==> src/monoDataPkg.sv <==
package monoDataPkg;

    // Matrix geometry kept in the periphery
    localparam int ColCount   = 8;
    localparam int NumFlavors = 4;      // PMOS_NOSF, PMOS, COMP, HV

    localparam int DacLines = 16;

    typedef logic [NumFlavors-1:0] flavorMask_t;   // One bit per flavor
    typedef logic [ColCount-1:0]   colMask_t;      // One bit per column

    // Digital monitor lines, one row of columns per flavor
    typedef logic [NumFlavors-1:0][ColCount-1:0] digMon_t;

    // One DAC word, read as voltage line or as current level
    typedef union packed {
        logic [DacLines-1:0] oneHot;   // Single set line
        logic [DacLines-1:0] thermo;   // Contiguous run of ones
    } dacSetting_u;

    // Must reach DacLines itself for a full thermometer word
    typedef logic [$clog2(DacLines+1)-1:0] dacLevel_t;

endpackage

==> src/monoCfgPkg.sv <==
package monoCfgPkg;

    import monoDataPkg::*;

    // Shift order follows the field order, MSB leaves first on SoConf
    typedef struct packed {
        flavorMask_t enHitOrOut;    // Hit-OR output enable, active high
        colMask_t    digMonSel;     // Columns seen by the hit-OR
        colMask_t    colPulseSel;   // Columns that take the injection pulse
        logic        injMonL;       // Left monitor pixel injection
        logic        injMonR;       // Right monitor pixel injection
        logic        dacKind;       // 0 one-hot, 1 thermometer
        dacSetting_u dacSet;
    } monoConf_t;

    localparam int ConfBits = $bits(monoConf_t);

    // Power-up state, everything quiet
    // DAC parked on voltage line 9
    localparam monoConf_t DefaultConf = '{
        enHitOrOut:  '0,
        digMonSel:   '0,
        colPulseSel: '0,
        injMonL:     1'b0,
        injMonR:     1'b0,
        dacKind:     1'b0,
        dacSet:      dacSetting_u'(16'h0200)
    };

endpackage

==> src/bunchCrossing.sv <==
`timescale 1ns/10ps

module bunchCrossing
    import monoDataPkg::*, monoCfgPkg::*;
#(
    parameter int BcidWidth = 6
)(
    input  logic                 ClkBx,
    input  logic                 reset_ff,
    input  logic                 ResetBcid,
    input  logic                 Pulse,
    input  monoConf_t            Conf,
    output logic [BcidWidth-1:0] Bcid,
    output colMask_t             InjCol,
    output logic                 InjMonL,
    output logic                 InjMonR
);

    logic [BcidWidth-1:0] bcidBin;

    always_ff @(posedge ClkBx) begin
        if (reset_ff || ResetBcid)
            bcidBin <= '0;
        else
            bcidBin <= bcidBin + 1'b1;   // Wraps at full count
    end

    // Gray code, one bit flips per crossing for the matrix latches
    assign Bcid = bcidBin ^ (bcidBin >> 1);

    always_ff @(posedge ClkBx) begin
        if (reset_ff) begin
            InjCol  <= '0;
            InjMonL <= 1'b0;
            InjMonR <= 1'b0;
        end else begin
            InjCol  <= {ColCount{Pulse}} & Conf.colPulseSel;
            InjMonL <= Pulse & Conf.injMonL;
            InjMonR <= Pulse & Conf.injMonR;
        end
    end

    injInSelection: assert property (@(posedge ClkBx) disable iff (reset_ff)
        (InjCol & ~$past(Conf.colPulseSel)) == '0)
        else $error("Injection on a column outside colPulseSel");

endmodule

==> src/dacDecode.sv <==
`timescale 1ns/10ps

module dacDecode
    import monoDataPkg::*, monoCfgPkg::*;
(
    input  logic      ClkBx,
    input  logic      reset_ff,
    input  monoConf_t Conf,
    output dacLevel_t DacLevel,
    output logic      DacValid
);

    logic [DacLines-1:0] hotWord;
    logic [DacLines-1:0] thermoWord;
    logic [DacLines-1:0] runStarts;
    dacLevel_t           hotIdx;
    dacLevel_t           nextLevel;
    logic                nextValid;

    assign hotWord    = Conf.dacSet.oneHot;
    assign thermoWord = Conf.dacSet.thermo;

    // A one with a zero below it opens a run
    assign runStarts = thermoWord & ~{thermoWord[DacLines-2:0], 1'b0};

    // OR of the indices of all set lines
    // Exact only for a clean one-hot word
    always_comb begin
        hotIdx = '0;
        for (int i = 0; i < DacLines; i++) begin
            if (hotWord[i])
                hotIdx = hotIdx | dacLevel_t'(i);
        end
    end

    always_comb begin
        if (Conf.dacKind) begin
            nextValid = $onehot0(runStarts);                 // Zero or one run
            nextLevel = dacLevel_t'($countones(thermoWord));
        end else begin
            nextValid = $onehot(hotWord);
            nextLevel = hotIdx;
        end
    end

    always_ff @(posedge ClkBx) begin
        if (reset_ff) begin
            DacLevel <= '0;
            DacValid <= 1'b0;
        end else begin
            DacLevel <= nextValid ? nextLevel : '0;   // Bad word reads as zero
            DacValid <= nextValid;
        end
    end

    levelInRange: assert property (@(posedge ClkBx) disable iff (reset_ff)
        DacLevel <= dacLevel_t'(DacLines))
        else $error("DAC level %0d above the %0d lines", DacLevel, DacLines);

endmodule

==> src/hitOrMonitor.sv <==
`timescale 1ns/10ps

module hitOrMonitor
    import monoDataPkg::*, monoCfgPkg::*;
(
    input  logic        ClkBx,
    input  logic        reset_ff,
    input  digMon_t     DigMon,
    input  monoConf_t   Conf,
    output flavorMask_t HitOr
);

    flavorMask_t hitAny;   // Fast OR before the enable

    // Same column select for every flavor
    always_comb begin
        for (int f = 0; f < NumFlavors; f++)
            hitAny[f] = |(DigMon[f] & Conf.digMonSel);
    end

    always_ff @(posedge ClkBx) begin
        if (reset_ff)
            HitOr <= '0;
        else
            HitOr <= hitAny & Conf.enHitOrOut;
    end

endmodule

==> src/monoCfgReg.sv <==
`timescale 1ns/10ps

module monoCfgReg
    import monoCfgPkg::*;
(
    input  logic      ClkBx,
    input  logic      reset_ff,
    input  logic      ShiftEn,
    input  logic      SiConf,
    input  logic      LdConf,
    input  logic      DefConf,
    output logic      SoConf,
    output monoConf_t Conf
);

    logic [ConfBits-1:0] shadowReg;   // Serial side, not seen by the chip

    always_ff @(posedge ClkBx) begin
        if (reset_ff || DefConf) begin
            shadowReg <= DefaultConf;
            Conf      <= DefaultConf;
        end else if (LdConf) begin
            Conf <= monoConf_t'(shadowReg);   // Shadow keeps its content
        end else if (ShiftEn) begin
            shadowReg <= {shadowReg[ConfBits-2:0], SiConf};   // In at LSB
        end
    end

    // Read-back of the shadow, first bit in comes out first
    assign SoConf = shadowReg[ConfBits-1];

    defAfterReset: assert property (@(posedge ClkBx)
        reset_ff |=> Conf == DefaultConf)
        else $error("Configuration not at default one cycle after reset");

endmodule

==> src/monopixTop.sv <==
`timescale 1ns/10ps

module monopixTop
    import monoDataPkg::*, monoCfgPkg::*;
#(
    parameter int BcidWidth = 6
)(
    input  logic                 ClkBx,
    input  logic                 reset_ff,
    input  logic                 ShiftEn,      // Serial config clock as a strobe
    input  logic                 SiConf,
    input  logic                 LdConf,
    input  logic                 DefConf,
    input  logic                 ResetBcid,
    input  logic                 Pulse,
    input  digMon_t              DigMon,       // From the matrix
    output logic                 SoConf,
    output logic [BcidWidth-1:0] Bcid,
    output colMask_t             InjCol,
    output logic                 InjMonL,
    output logic                 InjMonR,
    output flavorMask_t          HitOr,
    output dacLevel_t            DacLevel,
    output logic                 DacValid
);

    monoConf_t conf;   // Active configuration for all stages

    monoCfgReg uCfgReg (
        .ClkBx    (ClkBx),
        .reset_ff (reset_ff),
        .ShiftEn  (ShiftEn),
        .SiConf   (SiConf),
        .LdConf   (LdConf),
        .DefConf  (DefConf),
        .SoConf   (SoConf),
        .Conf     (conf)
    );

    dacDecode uDacDecode (
        .ClkBx    (ClkBx),
        .reset_ff (reset_ff),
        .Conf     (conf),
        .DacLevel (DacLevel),
        .DacValid (DacValid)
    );

    bunchCrossing #(
        .BcidWidth (BcidWidth)
    ) uBunchCrossing (
        .ClkBx     (ClkBx),
        .reset_ff  (reset_ff),
        .ResetBcid (ResetBcid),
        .Pulse     (Pulse),
        .Conf      (conf),
        .Bcid      (Bcid),
        .InjCol    (InjCol),
        .InjMonL   (InjMonL),
        .InjMonR   (InjMonR)
    );

    hitOrMonitor uHitOrMonitor (
        .ClkBx    (ClkBx),
        .reset_ff (reset_ff),
        .DigMon   (DigMon),
        .Conf     (conf),
        .HitOr    (HitOr)
    );

endmodule

==> config.mk <==
export PLATFORM = sky130hd
export DESIGN_NAME = monopixTop
export DESIGN_NICKNAME = d
export VERILOG_FILES = /design/src/monoDataPkg.sv /design/src/monoCfgPkg.sv /design/src/bunchCrossing.sv /design/src/dacDecode.sv /design/src/hitOrMonitor.sv /design/src/monoCfgReg.sv /design/src/monopixTop.sv
export SDC_FILE = /design/constraint.sdc
export NUM_CORES = 1
export LEC_CHECK = 0
export BUFFER_PORTS_ARGS = -buffer_cell sky130_fd_sc_hd__buf_4
export CAP_MARGIN = 10
export CORE_ASPECT_RATIO = 0.75
export CORE_UTILIZATION = 30
export DETAILED_ROUTE_END_ITERATION = 16
export MAX_ROUTING_LAYER = met4
export SLEW_MARGIN = 40
export SYNTH_ARGS = -nofsm -noshare
export SYNTH_HDL_FRONTEND = slang
export SYNTH_SLANG_ARGS = --single-unit
export TNS_END_PERCENT = 5
==> constraint.sdc <==
create_clock -name ClkBx -period 4.37 [get_ports ClkBx]
set_input_delay 1.311 -clock ClkBx [delete_from_list [all_inputs] [get_ports ClkBx]]
set_output_delay 1.311 -clock ClkBx [all_outputs]
set_load 0.02 [all_outputs]
* Word-level counts from Yosys, hierarchy flattened
Index checks and enable logic that the tools add are counted.
** Cells by class
- Add/subtract/negate cells :: 46
- $lt $le $gt $ge :: 1
- Eq/ne operators :: 1
- Mux-type cells :: 17
- Bitwise gates (word level) :: 13
- Reductions and logical operators :: 8
** Operators by type and width (count)
- adder 5 bit :: 21
- adder 1 x 1 -> 2 bit :: 24
- bitwise AND 8 bit :: 5
- two-way mux 4 bit :: 8
- OR reduction 8 bit :: 4
- bitwise AND 16 bit :: 1
- NOT 16 bit :: 1
- two-way mux 3 bit :: 4
- adder 6 x 1 -> 6 bit (second input constant) :: 1
- bitwise XOR 6 x 5 -> 6 bit :: 1
- equality test 5 x 1 -> 1 bit (second input constant) :: 1
- less-or-equal comparator 5 x 1 -> 1 bit (second input constant) :: 1
- two-way mux 5 bit :: 1
- bitwise AND 4 bit :: 1
- two-way mux 2 bit :: 2
- bitwise AND 1 bit :: 2
- logical OR 1 bit :: 2
- two-way mux 1 bit :: 2
- NOT 1 bit :: 2
- AND reduction 2 bit :: 1
- OR reduction 2 bit :: 1
** Storage, ports and cells
- Register bits after elaboration :: 104
- Output and inout port bits :: 27

* Longest topological paths before layout
Gate-level depths: netlist (run 1).
- Depth after elaboration :: 16
- Depth in mapped cells :: 18
- Mapped depth without buffers :: 18

* Hierarchy
From an unflattened synthesis (run 1), not the netlist that was laid out.
** Second synthesis, totals
- Cells, all modules :: 504
- Area total of the unflattened synthesis :: 4713.3 µm²
** By module, submodules not included
- monoCfgReg :: instances 1, cells an instance 298, area an instance 2782.7 µm²
- dacDecode :: instances 1, cells an instance 129, area an instance 1097.3 µm²
- bunchCrossing :: instances 1, cells an instance 49, area an instance 573.0 µm²
- hitOrMonitor :: instances 1, cells an instance 28, area an instance 260.2 µm²

* Worst setup path before layout (run 1)
Ideal clock, no wire load.
- Kind :: flip-flop to flip-flop
- Start :: register, netlist name uCfgReg.Conf[14]
- End :: register uDacDecode.DacLevel[0]
- Data arrival time :: 4.485 ns
- Slack :: -0.174 ns
- Stages on the path, launching flop included :: 15
- Clock period less this slack :: 4.544 ns
- Path through :: dfxtp_1 > inv_1 > ha_1 > fa_1 > inv_1 > fa_1 > fa_1 > inv_1 > fa_1 > inv_1 > ha_1 > fa_1 > or4_4 > nor4b_4 > a22o_1
** Between the ends
- Cells in the longest elaborated chain, start to end :: 10
** Ends and longest elaborated chain
- NOT 16 bit :: RTL line dacDecode.sv:24 : assign runStarts = thermoWord & ~{thermoWord[DacLines-2:0], 1'b0};
- bitwise AND 16 bit :: RTL line dacDecode.sv:24
- adder 1 x 1 -> 2 bit (not written as such) :: RTL line dacDecode.sv:38 : nextValid = $onehot0(runStarts);
- adder 5 bit (not written as such) (3 in series) :: RTL line dacDecode.sv:38
- less-or-equal comparator 5 x 1 -> 1 bit (not written as such) :: RTL line dacDecode.sv:38
- two-way mux 1 bit :: RTL line dacDecode.sv:37 : if (Conf.dacKind) begin
- NOT 1 bit (no source line)
- OR reduction 2 bit (no source line)
- to (signal assigned) :: RTL line dacDecode.sv:51 : DacLevel <= nextValid ? nextLevel : '0;
- to (decl) :: RTL line dacDecode.sv:9 : output dacLevel_t DacLevel,
Parallel ways exist; a longest one is shown, timed or not.
A chain may end at the register's enable or synchronous reset.

* Worst setup path after layout (run 1)
- Start :: register, netlist name uCfgReg.Conf[11]
- End :: register uDacDecode.DacLevel[2]
** Between the ends
- Cells in the longest elaborated chain, start to end :: 10
** Ends and longest elaborated chain (RTL line)
- NOT 16 bit :: dacDecode.sv:24
- bitwise AND 16 bit :: dacDecode.sv:24
- adder 1 x 1 -> 2 bit (not written as such) :: dacDecode.sv:38
- adder 5 bit (not written as such) (3 in series) :: dacDecode.sv:38
- less-or-equal comparator 5 x 1 -> 1 bit (not written as such) :: dacDecode.sv:38
- two-way mux 1 bit :: dacDecode.sv:37
- NOT 1 bit (no source line)
- OR reduction 2 bit (no source line)
Parallel ways exist; a longest one is shown, timed or not.

==> results_dict.tcl, run 1 <==
set metrics [dict create \
    status "finished with violations" \
    violations "negative setup slack" \
    p_switching_mw 0.445 \
    design.die.area_um2 17100 \
    hold_path_depth 2 \
    post-route-min-period_ns 4.45 \
    crit_family "adder cells" \
    skew_ns 0.0104 \
    syn_area_per_cell_um2 9.31 \
    die_w_um 151 \
    grt_max_degree 43 \
    dp_hpwl_mm 7.99 \
    reg2reg_depth 14 \
    ant_nets 0 \
    drv_cap 0 \
    power_frac_comb 0.054 \
    grt_pass1_vias 3463 \
    syn-cell-area_um2 4980 \
    totalNegativeSetupSlack_ns -0.307 \
    pre_cts_slack_ns -0.144 \
    fin_nets 718 \
    p_int_mw 1.46 \
    drt-total-wl_mm 10.7 \
    hold_path_end "uHitOrMonitor.HitOr[0]" \
    clockBufferDepth 2 \
    drtIter0Drc 183 \
    rrSetupSlack_ns -0.08 \
    cts-htree-levels 3 \
    switching_share 0.234 \
    seq_power_share 0.500 \
    detail_route.wl_per_cell_um 12.9 \
    drive_above_1_share 0.242 \
    fillCellCount 1640 \
    power.density_nw_per_um2 303 \
    vias 3733 \
    gp_congestion 0.866 \
    antenna_cells 0 \
    path_max_fanout 5 \
    finalSetupViolCount 5 \
    worstPathCellList "buf_6 -> ha_4 -> fa_2 -> fa_1 -> inv_2 -> fa_1 -> inv_2 -> fa_1 -> inv_1 -> ha_2 -> fa_1 -> or4_4 -> nor4b_4 -> a22o_1" \
    layout_setup_ws_ns -0.0801 \
    crit_top_cell "fa_1" \
    yosys_warnings 0 \
    report.final.slew_viol_count 0 \
    path_clk_slew_ns 0.07 \
    clkSinkCount 104 \
    synth-edff-count 0 \
    cts_buffers 9 \
    coreArea_um2 16100 \
    power.leakage_nw 2.67 \
    grt_pass1_wl_mm 17.2 \
    grtUsageTotal 0.132 \
    required_ns 4.65 \
    cp.arrival_ns 4.73 \
    antenna_found_initial 0 \
    crit_path_end_kind "register" \
    drt-pass1-iter-count 4 \
    min_from "uCfgReg.Conf[35]" \
    criticalPathCategory "register to register" \
    num_io_pins 67 \
    ys_types 34 \
    synth_nets 638 \
    tightestPinTransition_ns 0.727 \
    post-route-util 0.390 \
    fp.dieH_um 114 \
    crit_buf_inv 4 \
    async_flop_share 0 \
    synth_seq_cells 104 \
    clockRootBuffer "clkbuf_16" \
    rows 40 \
    cp-start-kind "register" \
    netlist_instances 535 \
    max_freq_mhz 225 \
    cp_slowest_cell "fa_1" \
    p_clk_frac 0.446 \
    initial_core_util 0.309 \
    hp-class "register to register" \
    period_share 1.02 \
    crit_path_start "uCfgReg.Conf[11]" \
    via_per_inst 4.50 \
    mostFrequentLayoutCells "92 x buf_4, 92 x dfxtp_1, 85 x nand2_1" \
    io_buffers 66 \
    area_growth_syn_to_layout_pct 26.3 \
    drc 0 \
    synth.yosys.seq_area_share 0.418 \
    rsz0062_at_grt "yes" \
    relSlewSlack 0.515 \
    r2r-start "uCfgReg.Conf[11]" \
    cts_tree "yes" \
    ys.flop_type "dfxtp_1" \
    vdd_drop_max_v 0.000185 \
    finalHoldViolations 0 \
    clkLatencyLatePin_ns 0.35 \
    worstReg2RegEnd "uDacDecode.DacLevel[2]" \
    slowest_delay_ns 0.55 \
    grt_overflow_total 0 \
]
[power groups by stage]
| stage | sequential, mW | clock (mW) | combinational [mW] |
|---|---|---|---|
| CTS | 0.951 | 0.870 | 0.103 |
| global route | 0.952 | 0.914 | 0.111 |
| detailed placement | 0.975 | 0 | 0.103 |
| global placement | 0.975 | 0 | 0.101 |
| floorplan | 0.978 | 0 | 0.0538 |
| finish | 0.951 | 0.850 | 0.102 |
[metrics by stage]
stage / std cells / power [mW] / area [µm²] / hold WS [ns]
finish: 830 / 1.90 / 6290 / 0.444
global route: 830 / 1.98 / 6290 / 0.460
CTS: 828 / 1.92 / 6270 / 0.446
detailed placement: 806 / 1.08 / 5830 / 0.432
global placement: 806 / 1.08 / 5830 / 0.425
floorplan: 535 / 1.03 / 5030 / 0.408
[logic make-up (layout without fill, tap and decap cells)]
logic type | Yosys count | in the layout | synth area share
compound gates | 67 | 67 | 0.0849
xor+xnor | 6 | 6 | 0.0106
fa+ha+maj | 63 | 63 | 0.191
buf+inv | 84 | 169 | 0.0676
flops | 104 | 104 | 0.418
mux | 38 | 38 | 0.0764
simple gates | 173 | 173 | 0.151
[cell type report]
type,count,area (µm²),share of cell area
timing repair buffer,94,713,0.113
tap,210,263,0.0418
inverter,59,221,0.0352
multi-input combinational,347,2670,0.424
sequential,104,2110,0.335
clock inverter,7,93.8,0.0149
clock buffer,9,225,0.0358
[worst min-delay path: stages, from the launching register on]
cell and delay [ns]:
dfxtp_1 0.32, inv_1 0.05, a311oi_1 0.03
[flip-flops by register name, summed over array words and instances (netlist names)]
signal and flops:
uCfgReg.shadowReg 39, uCfgReg.Conf 39, uHitOrMonitor.HitOr 4, uBunchCrossing.InjCol 8, uBunchCrossing.InjMonR 1, uBunchCrossing.bcidBin 6
uDacDecode.DacValid 1, uDacDecode.DacLevel 5, uBunchCrossing.InjMonL 1
[Yosys cell counts, drive strengths merged (2+ instances only)]
cell type    n  area share
a21oi       40       0.040
a221oi       4      0.0070
a22o         8       0.014
a22oi        8       0.012
a311oi       4      0.0070
and2        12       0.015
buf         12       0.013
clkbuf      13      0.0098
dfxtp      104        0.42
fa          22       0.088
ha          41        0.10
inv         59       0.044
mux2i       38       0.076
nand2       85       0.064
nand3        3      0.0030
nor2        56       0.042
nor2b        3      0.0038
nor4         4      0.0050
o21a         2      0.0030
or2          3      0.0038
xor2         5      0.0088
[worst max-delay path by stage]
| stage | to | cells after the start |
|---|---|---|
| floorplan | uDacDecode.DacLevel[0] | 14 |
| global placement | uDacDecode.DacLevel[1] | 14 |
| detailed placement | uDacDecode.DacLevel[3] | 14 |
| CTS | uDacDecode.DacLevel[0] | 14 |
| global route | uDacDecode.DacLevel[2] | 14 |
| finish | uDacDecode.DacLevel[2] | 14 |
[what timing repair did]
item	CTS	global route
pin swaps	19	7
buffers inserted	6	2
hold buffers	0	0
resized for setup	25	3
cloned	0	0
endpoints found under the setup margin	6	6
[routing by layer]
metal,part of all wire,vias up,GRT usage
met4,0.0077,0,0.0353
met1,0.53,1772,0.197
met5,0,-,-
met2,0.42,62,0.179
li1,-,1892,-
met3,0.041,7,0.0240
Note: power is estimated with default switching activity, not from simulation.
==> run 2: changes to the inputs <==
--- a/config.mk
+++ b/config.mk
@@ -5,9 +5,11 @@
 export SDC_FILE = /design/constraint.sdc
 export NUM_CORES = 1
 export LEC_CHECK = 0
+export ABC_AREA = 1
 export BUFFER_PORTS_ARGS = -buffer_cell sky130_fd_sc_hd__buf_4
 export CAP_MARGIN = 10
 export CORE_ASPECT_RATIO = 0.75
+export CORE_MARGIN = 10
 export CORE_UTILIZATION = 30
 export DETAILED_ROUTE_END_ITERATION = 16
 export MAX_ROUTING_LAYER = met4
==> results_dict.tcl, run 2 <==
set metrics [dict create \
    required_ns 4.65 \
    drt-pass1-iter-count 4 \
    via_per_inst 4.35 \
    clkLatencyLatePin_ns 0.34 \
    fillCellCount 1709 \
    grt_pass1_wl_mm 18.8 \
    ys.flop_type "dfxtp_1" \
    yosys_warnings 0 \
    detail_route.wl_per_cell_um 12.5 \
    antenna_cells 0 \
    ctsHoldBuffers 0 \
    synth_common_cells "108 x nor2_1, 104 x dfxtp_1, 81 x nand2_1, 77 x inv_1, 52 x o21ai_0" \
    reg_top3 "uCfgReg.Conf (39), uCfgReg.shadowReg (39), uBunchCrossing.InjCol (8)" \
    skew_ns 0.00731 \
    clockBufferDepth 2 \
    p_total_mw 2.15 \
    grt_overflow_total 0 \
    relSlewSlack 0.485 \
    dp_hpwl_mm 8.22 \
    grtUsageTotal 0.103 \
    initial_core_util 0.310 \
    cts_tree "yes" \
    report.final.slew_viol_count 0 \
    rows 40 \
    cp.arrival_ns 4.46 \
    finalSetupViolCount 0 \
    grt_max_degree 64 \
    finalHoldViolations 0 \
    synth_seq_cells 104 \
    synth_largest_area_cell "dfxtp_1" \
    tightestPinTransition_ns 0.771 \
    synth-edff-count 0 \
    synth_top_area_frac 0.414 \
    yosysMostFrequentCell "nor2_1" \
    drive_above_1_share 0.192 \
    num_io_pins 67 \
    syn_area_per_cell_um2 8.22 \
    clockRootBuffer "clkbuf_16" \
    post-route-min-period_ns 4.18 \
    drc 0 \
    drtIter0Drc 193 \
    ys_types 31 \
    die_w_um 170 \
    instances_no_fill 881 \
    io_buffers 66 \
    period_share 0.956 \
    grt_pass1_vias 3789 \
    cp-start-kind "register" \
    r2r-start "uCfgReg.Conf[8]" \
    hp-class "register to register" \
    mostFrequentLayoutCells "107 x nor2_1, 93 x dfxtp_1, 81 x nand2_1" \
    fp.dieH_um 132 \
    drt-total-wl_mm 11.0 \
    path_max_fanout 5 \
    vias 3832 \
    crit_path_end_kind "register" \
    design.die.area_um2 22400 \
    ys_top_cells_by_area "dfxtp_1 41%, ha_1 10%, fa_1 8.7%" \
    status "complete, no violations" \
    fin_nets 769 \
    drv_cap 0 \
    path_clk_slew_ns 0.07 \
    post-route-util 0.376 \
    antenna_found_initial 0 \
    clkSinkCount 104 \
    power.density_nw_per_um2 352 \
    coreArea_um2 16200 \
    syn-cell-area_um2 5030 \
    synth.yosys.seq_area_share 0.414 \
    ant_nets 0 \
    vdd_drop_max_v 0.000204 \
    criticalPathCategory "register to register" \
    gp_congestion 0.828 \
    place_inst 865 \
    synth_nets 715 \
    area_growth_syn_to_layout_pct 21.2 \
    async_flop_share 0 \
    min_from "uCfgReg.Conf[17]" \
    power.leakage_nw 2.59 \
    crit_path_start "uCfgReg.Conf[8]" \
    netlist_instances 612 \
    hold_ws_ns 0.441 \
    final_common_cell "nor2_1" \
    cts_buffers 9 \
    cts-htree-levels 3 \
    max_freq_mhz 239 \
]
run 2: cell types whose count changed after synthesis, sizes merged, moves of 8 or more:
cell	previous run	this run
nor2	56	108
inv	59	79
and2	12	0
mux2i	38	0
o21ai	0	62
a22oi	8	0
nand3	3	11
nor3	0	10
run 2: cell families after synthesis:
| family | share of synthesized area |
|---|---|
| AO/OA/AOI/OAI | 0.119 |
| XOR/XNOR | 0.00522 |
| adder cells (fa/ha/maj) | 0.189 |
| buffers and inverters | 0.0945 |
| flip-flops | 0.414 |
| AND/OR/NAND/NOR | 0.178 |
run 2: area by class of cell:
cell class / instances / area [µm²] / share of cell area
clock buffer: 10 / 239 / 0.0392
inverter: 81 / 312 / 0.0511
multi-input combinational: 400 / 2570 / 0.421
timing repair buffer: 70 / 526 / 0.0861
tap: 210 / 263 / 0.0431
sequential: 104 / 2110 / 0.345
clock inverter: 6 / 90.1 / 0.0148
run 2: path summary, 6_finish.rpt:
path	end	slack (ns)	cells after the start
max	uDacDecode.DacLevel[2]	0.19	18
min	uBunchCrossing.InjMonR	0.44	2
max reg2reg	uDacDecode.DacLevel[2]	0.19	18
min reg2reg	uBunchCrossing.InjMonR	0.44	2
run 2: power by group:
| group | total (mW) | leakage (nW) | switching [mW] | internal (mW) |
|---|---|---|---|---|
| Sequential | 0.996 | 0.850 | 0.0178 | 0.978 |
| Combinational | 0.287 | 1.58 | 0.169 | 0.118 |
| Clock | 0.866 | 0.159 | 0.347 | 0.519 |
| Total | 2.15 | 2.59 | 0.534 | 1.62 |
run 2: repair_timing:
| action | CTS | global route |
|---|---|---|
| endpoints found under the setup margin | 0 | 6 |
| gates resized for setup | 0 | 38 |
| buffers inserted | 0 | 0 |
run 2: layer usage:
| metal | GRT usage | vias to the layer above | wire, µm |
|---|---|---|---|
| met2 | 0.128 | 81 | 4080 |
| met5 | - | - | 0 |
| met4 | 0.0172 | 0 | 62 |
| li1 | - | 2048 | - |
| met1 | 0.156 | 1696 | 6300 |
| met3 | 0.0337 | 7 | 594 |
run 2: worst max-delay path, cell delays in order, from the launching register on:
cell and delay (ns):
dfxtp_2 0.33, inv_2 0.05, ha_2 0.18, ha_2 0.18
fa_1 0.53, inv_1 0.05, fa_1 0.50, fa_1 0.57
fa_1 0.41, inv_1 0.07, ha_2 0.17, inv_1 0.05
fa_1 0.47, nand3_1 0.07, nor2_1 0.10, nand2_1 0.08
nand2_1 0.07, nand3_2 0.10, nor2_1 0.12
run 2: stage by stage:
stage / TNS [ns] / setup WS (ns) / instance area (µm²)
floorplan: 0 / 0.279 / 5030
global placement: 0 / 0.119 / 5670
detailed placement: 0 / 0.0700 / 5670
CTS: 0 / 0.0486 / 5990
global route: -0.0300 / -0.0228 / 6100
finish: 0 / 0.191 / 6100
